==> config.mk <==
export PLATFORM = sky130hd
export DESIGN_NAME = hazardUnit
export DESIGN_NICKNAME = d
export VERILOG_FILES = /design/src/isaPkg.sv /design/src/hazardPkg.sv /design/src/hazardUnit.sv /design/src/issueControl.sv /design/src/opcodeDecode.sv /design/src/operandHazard.sv
export SDC_FILE = /design/constraint.sdc
export NUM_CORES = 1
export LEC_CHECK = 0
export BUFFER_PORTS_ARGS = -buffer_cell sky130_fd_sc_hd__buf_2
export CORE_MARGIN = 2
export CORE_UTILIZATION = 25
export CTS_CLUSTER_SIZE = 16
export DETAILED_ROUTE_END_ITERATION = 7
export GPL_TIMING_DRIVEN = 0
export PLACE_DENSITY = 0.63
export SLEW_MARGIN = 25
export SYNTH_ARGS = -nofsm -noshare
export SYNTH_HDL_FRONTEND = slang
export SYNTH_SLANG_ARGS = --single-unit
==> constraint.sdc <==
create_clock -name clk -period 0.9 [get_ports clk]
set_input_delay 0 -clock clk [delete_from_list [all_inputs] [get_ports clk]]
set_output_delay 0 -clock clk [all_outputs]
set_load 0.01 [all_outputs]
==> src/isaPkg.sv <==
// instruction set definitions for the 16-bit teaching processor
// instruction word and register index types
// opcode enum, including the set and branch families
// writeback source enum used by the forwarding paths
// instruction field positions and the NOP encoding
package isaPkg;

    // one instruction word
    typedef logic [15:0] instWord;

    // register file index, eight registers
    typedef logic [2:0] regIdx;

    // major opcode in bits 15:11
    // codes not listed here are still legal and decode as rs readers
    typedef enum logic [4:0] {
        // system and no-ops
        opHalt = 5'b00000,
        opNop  = 5'b00001,
        opSiic = 5'b00010,
        opRti  = 5'b00011,
        // jumps, register forms read rs
        opJ    = 5'b00100,
        opJr   = 5'b00101,
        opJal  = 5'b00110,
        opJalr = 5'b00111,
        // conditional branches on rs
        opBeqz = 5'b01100,
        opBnez = 5'b01101,
        opBltz = 5'b01110,
        opBgez = 5'b01111,
        // stores read rs for the address and rd for the data
        opSt   = 5'b10000,
        opStu  = 5'b10011,
        // load immediate, no register read
        opLbi  = 5'b11000,
        // register-register forms
        opBitR = 5'b11010,
        opAluR = 5'b11011,
        // set family
        opSeq  = 5'b11100,
        opSlt  = 5'b11101,
        opSle  = 5'b11110,
        opSco  = 5'b11111
    } opcodeE;

    // where a producer's writeback value comes from
    // also picks the forwarding data source
    typedef enum logic [1:0] {
        wbSlbi = 2'b00,
        wbMem  = 2'b01,
        wbAlu  = 2'b10,
        wbImm  = 2'b11
    } wbSelE;

    // opcode field
    localparam int OpcodeMsb = 15;
    localparam int OpcodeLsb = 11;

    // first source register
    localparam int RsMsb = 10;
    localparam int RsLsb = 8;

    // second register field
    // rd for stores, rt for the register forms
    localparam int SecondMsb = 7;
    localparam int SecondLsb = 5;

    // bubble inserted on a stall, opcode NOP with zero operands
    localparam instWord NopInst = {5'b00001, 11'b0};

endpackage

==> src/hazardPkg.sv <==
// pipeline hazard bundles shared by the hazard unit
// producer write info per stage
// branch occupancy of the later stages
// forwarding control word per operand
// operand read pattern of the fetched opcode
package hazardPkg;

    import isaPkg::*;

    // one producer in flight
    typedef struct packed {
        // stage will write the register file
        logic  regWrt;
        // destination register
        regIdx wrtReg;
    } stageWriteT;

    // a branch sits in this stage
    typedef struct packed {
        logic inD;
        logic inX;
        logic inM;
        logic inW;
    } branchShadowT;

    // forwarding control for one source operand
    // all zero when nothing is forwarded
    typedef struct packed {
        // take a forwarded value
        logic  fwd;
        // 0 execute-to-execute, 1 memory-to-execute
        logic  fromMem;
        // which result of the producer to forward
        wbSelE src;
    } fwdCtrlT;

    // registers read by the fetched instruction
    typedef struct packed {
        // reads the rs field
        logic readsRs;
        // reads the rt or rd field
        logic readsSecond;
        // must wait out a branch in flight
        logic honorsShadow;
    } operandUseT;

endpackage

==> src/hazardUnit.sv <==
// hazard unit top level
// opcode classifier, one hazard check per source operand
// and issue control with the fetch-to-decode register
module hazardUnit
    import isaPkg::*, hazardPkg::*;
(
    input  logic         clk,
    input  logic         arstN,

    // instruction from fetch
    input  instWord      fetchInst,

    // producers in flight
    input  stageWriteT   stageD,
    input  stageWriteT   stageX,
    input  stageWriteT   stageM,

    // writeback source of the D and X producers
    input  wbSelE        wbSelD,
    input  wbSelE        wbSelX,

    // branches in the later stages
    input  branchShadowT branchShadow,

    // hold the pc
    output logic         pcNop,

    // forwarding control per operand
    output fwdCtrlT      fwdA,
    output fwdCtrlT      fwdB,

    // instruction entering decode
    output instWord      decodeInst
);

    operandUseT opUse;
    logic       stallA;
    logic       stallB;

    // which fields the fetched opcode reads
    opcodeDecode iOpcodeDecode (
        .inst  (fetchInst),
        .opUse (opUse)
    );

    // operand A, always the rs field
    operandHazard iOperandA (
        .used   (opUse.readsRs),
        .srcReg (fetchInst[RsMsb:RsLsb]),
        .stageD (stageD),
        .stageX (stageX),
        .stageM (stageM),
        .wbSelD (wbSelD),
        .wbSelX (wbSelX),
        .stall  (stallA),
        .fwd    (fwdA)
    );

    // operand B, rd for stores and rt otherwise
    operandHazard iOperandB (
        .used   (opUse.readsSecond),
        .srcReg (fetchInst[SecondMsb:SecondLsb]),
        .stageD (stageD),
        .stageX (stageX),
        .stageM (stageM),
        .wbSelD (wbSelD),
        .wbSelX (wbSelX),
        .stall  (stallB),
        .fwd    (fwdB)
    );

    // stall merge and decode register
    issueControl iIssueControl (
        .clk          (clk),
        .arstN        (arstN),
        .fetchInst    (fetchInst),
        .stallA       (stallA),
        .stallB       (stallB),
        .honorsShadow (opUse.honorsShadow),
        .branchShadow (branchShadow),
        .pcNop        (pcNop),
        .decodeInst   (decodeInst)
    );

endmodule

==> src/issueControl.sv <==
// issue control for the fetch-to-decode boundary
// pcNop from the operand stalls and the branch shadow
// fetch-to-decode instruction register with NOP substitution
// checks on bubble insertion and on the shadow exemption
module issueControl
    import isaPkg::*, hazardPkg::*;
(
    input  logic         clk,
    input  logic         arstN,
    input  instWord      fetchInst,
    input  logic         stallA,
    input  logic         stallB,
    input  logic         honorsShadow,
    input  branchShadowT branchShadow,
    output logic         pcNop,
    output instWord      decodeInst
);

    logic shadowAny;

    // a branch anywhere from decode to writeback
    assign shadowAny = branchShadow.inD || branchShadow.inX ||
                       branchShadow.inM || branchShadow.inW;

    // hold the pc on a data stall or while a branch resolves
    assign pcNop = stallA || stallB || (honorsShadow && shadowAny);

    // fetch-to-decode register
    always_ff @(posedge clk or negedge arstN) begin
        if (!arstN) begin
            // nothing real issues out of reset
            decodeInst <= NopInst;
        end else if (pcNop) begin
            // bubble into decode
            decodeInst <= NopInst;
        end else begin
            decodeInst <= fetchInst;
        end
    end

    // a held fetch always shows up as a bubble next cycle
    property pBubbleAfterStall;
        @(posedge clk) disable iff (!arstN)
            pcNop |=> (decodeInst == NopInst);
    endproperty

    aBubbleAfterStall : assert property (pBubbleAfterStall)
        else $error("decodeInst not NOP the cycle after pcNop");

    // SIIC and RTI read no registers, so nothing may stall them
    property pExemptNeverStalls;
        @(posedge clk) disable iff (!arstN)
            !honorsShadow |-> !pcNop;
    endproperty

    aExemptNeverStalls : assert property (pExemptNeverStalls)
        else $error("pcNop raised for an opcode exempt from the shadow");

endmodule

==> src/opcodeDecode.sv <==
// opcode classifier for the hazard unit
// maps the fetched opcode onto the registers it reads
// and flags whether it waits behind branches in flight
module opcodeDecode
    import isaPkg::*, hazardPkg::*;
(
    input  instWord    inst,
    output operandUseT opUse
);

    opcodeE op;

    // unlisted codes pass through the cast and hit the default
    assign op = opcodeE'(inst[OpcodeMsb:OpcodeLsb]);

    always_comb begin
        // nothing read, shadow honored
        opUse              = '0;
        opUse.honorsShadow = 1'b1;

        case (op)
            // stores, address in rs and data in rd
            opSt, opStu: begin
                opUse.readsRs     = 1'b1;
                opUse.readsSecond = 1'b1;
            end

            // register alu and bit ops
            opAluR, opBitR: begin
                opUse.readsRs     = 1'b1;
                opUse.readsSecond = 1'b1;
            end

            // set family
            opSeq, opSlt, opSle, opSco: begin
                opUse.readsRs     = 1'b1;
                opUse.readsSecond = 1'b1;
            end

            // branch family, condition on rs
            opBeqz, opBnez, opBltz, opBgez: begin
                opUse.readsRs = 1'b1;
            end

            // jump through register
            opJr, opJalr: begin
                opUse.readsRs = 1'b1;
            end

            // no register operands
            opHalt, opNop, opLbi: begin
                opUse.readsRs     = 1'b0;
                opUse.readsSecond = 1'b0;
            end

            // displacement jumps
            opJ, opJal: begin
                opUse.readsRs     = 1'b0;
                opUse.readsSecond = 1'b0;
            end

            // exception entry and return always pass
            opSiic, opRti: begin
                opUse.honorsShadow = 1'b0;
            end

            // anything else treated as an rs reader
            default: begin
                opUse.readsRs = 1'b1;
            end
        endcase
    end

endmodule

==> src/operandHazard.sv <==
// hazard check for a single source operand
// compares the operand register against the D, X and M producers
// raises a stall for a memory-stage write or a load-use
// otherwise picks the forwarding path and data source
module operandHazard
    import isaPkg::*, hazardPkg::*;
(
    input  logic       used,
    input  regIdx      srcReg,
    input  stageWriteT stageD,
    input  stageWriteT stageX,
    input  stageWriteT stageM,
    input  wbSelE      wbSelD,
    input  wbSelE      wbSelX,
    output logic       stall,
    output fwdCtrlT    fwd
);

    logic matchD;
    logic matchX;
    logic matchM;
    logic loadUse;
    logic fwdTake;

    // producer writes the register this operand reads
    assign matchD = stageD.regWrt && (stageD.wrtReg == srcReg);
    assign matchX = stageX.regWrt && (stageX.wrtReg == srcReg);
    assign matchM = stageM.regWrt && (stageM.wrtReg == srcReg);

    // load result not ready until memory, no x2x path
    assign loadUse = matchD && (wbSelD == wbMem);

    // M stage write has no forward path, wait for the register file
    assign stall = used && (matchM || loadUse);

    // newest producer wins, D ahead of X
    assign fwdTake = used && ((matchD && !loadUse) || (matchX && !matchD));

    always_comb begin
        // idle control word
        fwd = '0;

        if (fwdTake) begin
            fwd.fwd = 1'b1;
            // D producer feeds x2x, X producer feeds m2x
            fwd.fromMem = !matchD;
            // data source follows the chosen producer
            fwd.src = matchD ? wbSelD : wbSelX;
        end
    end

endmodule

Word-level counts from Yosys, hierarchy flattened
Index checks and enable logic that the tools add are counted.
Widths: inputs -> output; s select.
{"block": "word_totals", "regBits": 16}
{"block": "classes", "mux": 8, "reduce_logical": 34, "n_eq_ne": 21}
{"cell": "$eq 5x5->1 const B", "count": 9}
{"cell": "$eq 3x3->1", "count": 6}
{"cell": "$logic_and 1x1->1", "count": 17}
{"cell": "$mux 16", "count": 1}
{"cell": "$eq 5x2->1 const B", "count": 2}
{"cell": "$eq 5x3->1 const B", "count": 2}
{"cell": "$logic_or 1x1->1", "count": 9}
{"cell": "$mux 4", "count": 2}
{"cell": "$reduce_or 8->1", "count": 1}
{"cell": "$reduce_or 7->1", "count": 1}
{"cell": "$eq 5x1->1 const B", "count": 1}
{"cell": "$logic_not 5->1", "count": 1}
{"cell": "$logic_not 1->1", "count": 4}
{"cell": "$mux 2", "count": 2}
{"cell": "$mux 1", "count": 3}
{"cell": "$eq 2x1->1 const B", "count": 1}
{"cell": "$reduce_or 2->1", "count": 1}

Logic depth before layout (Yosys ltp)
{"block": "logic_depth", "depth_word": 8, "mapped_depth": 5}

By module
From an unflattened synthesis, not the netlist that was laid out.
{"block": "unflattened", "hier_cells": 98, "area_unflattened_um2": 1058.5}
{"module": "issueControl", "seq_area_each_um2": 401.6, "cells_each": 37, "n_inst": 1, "area_each_um2": 561.8}
{"module": "operandHazard", "seq_area_each_um2": 0.0, "cells_each": 25, "n_inst": 2, "area_each_um2": 216.5}
{"module": "opcodeDecode", "seq_area_each_um2": 0.0, "cells_each": 11, "n_inst": 1, "area_each_um2": 63.8}

Least setup slack after synthesis
OpenSTA, ideal clock, no wires.
{"block": "synth_path", "path_kind": "in2reg", "from": "input branchShadow[2] (netlist name)", "to": "register iIssueControl.decodeInst[11]", "t_arrival_ns": 1.148, "stages": 4, "slack_ns": -0.342, "cell_sequence": "or4_1 -> o21ai_2 -> inv_2 -> or4_1"}
{"block": "synth_via", "elab_chain_cells": 6}
{"item": "start, declared", "line_no": "hazardUnit.sv:23", "text": "input branchShadowT branchShadow,"}
{"item": "$logic_or 1x1->1 (2 in series)", "line_no": "issueControl.sv:22", "text": "assign shadowAny = branchShadow.inD || branchShadow.inX ||"}
{"item": "$logic_or 1x1->1", "line_no": "issueControl.sv:23", "text": "branchShadow.inM || branchShadow.inW;"}
{"item": "$logic_and 1x1->1", "line_no": "issueControl.sv:26", "text": "assign pcNop = stallA || stallB || (honorsShadow && shadowAny);"}
{"item": "$logic_or 1x1->1", "line_no": "issueControl.sv:26"}
{"item": "$mux 16", "line_no": "issueControl.sv:33", "text": "end else if (pcNop) begin"}
{"item": "end signal, assigned", "line_no": "issueControl.sv:32", "text": "decodeInst <= NopInst;"}
{"item": "end signal, assigned", "line_no": "issueControl.sv:35", "text": "decodeInst <= NopInst;"}
{"item": "end signal, assigned", "line_no": "issueControl.sv:37", "text": "decodeInst <= fetchInst;"}
{"item": "end, declared", "line_no": "issueControl.sv:16", "text": "output instWord decodeInst"}
No other way between the ends.

Final worst setup path
{"block": "layout_path", "from": "input branchShadow[0] (netlist name)", "to": "output pcNop"}
{"block": "layout_via", "elab_chain_cells": 3}
{"item": "$logic_or 1x1->1", "line_no": "issueControl.sv:23"}
{"item": "$logic_and 1x1->1", "line_no": "issueControl.sv:26"}
{"item": "$logic_or 1x1->1", "line_no": "issueControl.sv:26"}
{"item": "end, declared", "line_no": "hazardUnit.sv:26", "text": "output logic pcNop,"}
No other way between the ends.

==> run_results.csv <==
group,metric,value,unit
clock_tree,h-tree-depth,1,
cells_and_area,area_growth,124.0,%
timing,slew_headroom,77.38,%
logic_synthesis,async_flop_share,100.0,%
cells_and_area,fillCellCount,301,
logic_synthesis,ys_ff_latch,16,
route,drt_iter0_drc,64,
logic_synthesis,netlist_top_cells_count,"nand2_1, xnor2_1, dfrtp_1, nor3_1, a21oi_1",
critical_path,required,0.90,ns
route,highest_layer,"met4",
timing,worstMarginPinSlew,0.3393,ns
clock_tree,clock-sinks,16,
min_path,worstHoldPathCells,2,
logic_synthesis,yosysTopAreaCell,"dfrtp_1",
timing,fmax,845.3,MHz
cells_and_area,largest_registers,"iIssueControl.decodeInst x16",
logic_synthesis,synth.top_cell.area_share,36.54,%
timing,layout_setup_ws,-0.2830,ns
cells_and_area,final_layout_size_suffix_gt1_share,69.95,%
timing,timing.hold.ws,-0.003386,ns
floorplanning,die-area,4638,µm²
route,wl_met1,1.489,mm
floorplanning,start_util,25.87,%
floorplanning,die_x,68.10,µm
timing,rsz0062_at_grt,"true",
logic_synthesis,yosys_warnings,0,
cells_and_area,stdcell_count,263,
logic_synthesis,synth_area_per_cell,8.705,µm²
timing,slew_violations,0,
timing,setup-violations-final,24,
power,power_density,968.6,nW/µm²
critical_path,start_kind,"primary input",
clock_tree,clk_pin_slew,0.06,ns
logic_synthesis,yosysSeqAreaShare,39.10,%
floorplanning,io_pins,63,
run,cap_violations,0,
floorplanning,fp.dieH,68.10,µm
floorplanning,coreArea,3971,µm²
route,ant_nets,0,
global_routing,grt_pass1_wl,5.209,mm
critical_path,critPathKind,"in2out",
run_status,violations,"hold timing, setup timing",
placed_design,dpl-instance-area,1448,µm²
logic_synthesis,syn-cell-area,1027,µm²
clock_tree,cts-root-buf,"clkbuf_8",
global_routing,grt_pass1_vias,1178,
cells_and_area,seq_area,401.6,µm²
placed_design,dpl.cell_count,230,
timing,final-hold-violation-count,1,
logic_synthesis,ys.flop_type,"dfrtp_1",
logic_synthesis,synth_most_common_cell,"nand2_1",
route,vias,1312,
cells_and_area,nets,252,
route,drc,0,
logic_synthesis,ys_top_cells_by_area,"dfrtp_1, xnor2_1, nand2_1, nor3_1, nand4_1",
route,wl_met3,245,µm
critical_path,critical_path_peak_fanout,2,
route,via_per_inst,4.989,
power,power_leakage,1.022,nW
clock_tree,cts_tree,"yes",
placed_design,io_buffers,62,
cells_and_area,multi_input_area,987.2,µm²
critical_path,critPathCaptureType,"output port",
timing,fin_crit_sh,131.4,%
power,ir_worst_vdd,0.4170,mV
cells_and_area,regMostFlops,"iIssueControl.decodeInst",
route,detail_route.wirelength,3.912,mm
min_path,min_path_type,"in2reg",
logic_synthesis,synth-edff-count,0,
placed_design,dp_hpwl,2.311,mm
route,dr_wl_met2,2.074,mm
timing,timing.final.crit_period,1.183,ns
cells_and_area,finalInstanceArea,2301,µm²
logic_synthesis,synth_nets,156,
route,drt_first_pass_iters,6,
route,wire_per_inst,14.87,µm
floorplanning,rows,23,
placed_design,gp_congestion,0.7939,
cells_and_area,largest_reg_flops,16,
clock_tree,cts-buffers-inserted,3,
cells_and_area,diodes,0,
clock_tree,cts_buffer_depth,2,
run_status,status,"finished with violations",
global_routing,grt_overflow,0,
global_routing,grtUsageTotal,14.72,%
critical_path,cp.arrival,1.18,ns
global_routing,antenna_found_initial,0,
global_routing,grt_max_degree,17,
timing,tns,-3.841,ns
logic_synthesis,syn_inst,118,
logic_synthesis,post_synth_num_cell_types,26,
[through the flow]
stage          setup slack [ns]  hold WS (ns)  utilization, %  power [mW]
2_1_floorplan           -0.3139       -0.2956               -      0.9961
3_3_place_gp            -0.5832      -0.08153           36.45       1.205
3_5_place_dp            -0.5951      -0.08003           36.45       1.210
4_1_cts                 -0.2796      -0.01482           49.18       2.016
5_1_grt                 -0.3191      0.001722           57.94       2.330
6_report                -0.2830     -0.003386           57.94       2.229
[cells by family after synthesis]
| family | Yosys count | share of synthesized area, % |
|---|---|---|
| buffers and inverters | 6 | 3.287 |
| AO/OA/AOI/OAI | 12 | 8.282 |
| flip-flops | 16 | 39.10 |
| XOR/XNOR | 18 | 15.35 |
| AND/OR/NAND/NOR | 66 | 33.98 |
[area by class of cell]
cell class | instances | share of cell area (%)
buffer | 3 | 1.631
clock buffer | 4 | 2.393
inverter | 1 | 0.1631
multi-input combinational | 96 | 42.90
sequential | 16 | 17.46
tap | 50 | 2.719
timing repair buffer | 93 | 32.74
[path summary, 6_finish.rpt]
path,start,to
max,branchShadow[0],pcNop
min,fetchInst[11],iIssueControl.decodeInst[11]
max in group asynchronous,arstN,iIssueControl.decodeInst[11]
min in group asynchronous,arstN,iIssueControl.decodeInst[2]
[report_power, final]
part           switching (mW)  internal (mW)
Clock                   0.231          0.387
Sequential            0.00493          0.743
Combinational           0.379          0.483
[what timing repair did]
item | 4_1_cts | 5_1_grt
gates cloned | 1 | 0
hold buffers | 6 | 0
resized for setup | 58 | 66
buffers inserted | 16 | 9
pin swaps | 18 | 28
endpoints found under the hold margin | 22 | 0
setup endpoints to repair | 25 | 25
[worst max-delay path, cell delays in order]
cell,delay (ns)
buf_6,0.09
or4_4,0.53
o21ai_4,0.08
inv_2,0.04
or3_1,0.29
buf_2,0.14
[routing by layer]
| layer | GRT usage (%) | vias up |
|---|---|---|
| met5 | 0 | - |
| met4 | 4.750 | 0 |
| met3 | 1.645 | 13 |
| met2 | 27.55 | 64 |
| met1 | 17.27 | 623 |
| li1 | - | 612 |
[placed cells by master (no fill, tap or decap), drive strengths merged, types with 2 or more instances in the layout]
master       netlist  final
buf                5     90
nand2             21     21
xnor2             18     18
dfrtp             15     15
nor3              15     15
a21oi              8      8
nand4              6      6
dlygate4sd3        0      6
nand3              6      6
clkbuf             0      4
and4               4      4
nor2               3      3
or2                2      2
nand2b             2      2
and3b              2      2
or4                2      2
Note: power is estimated with default switching activity, not from simulation.
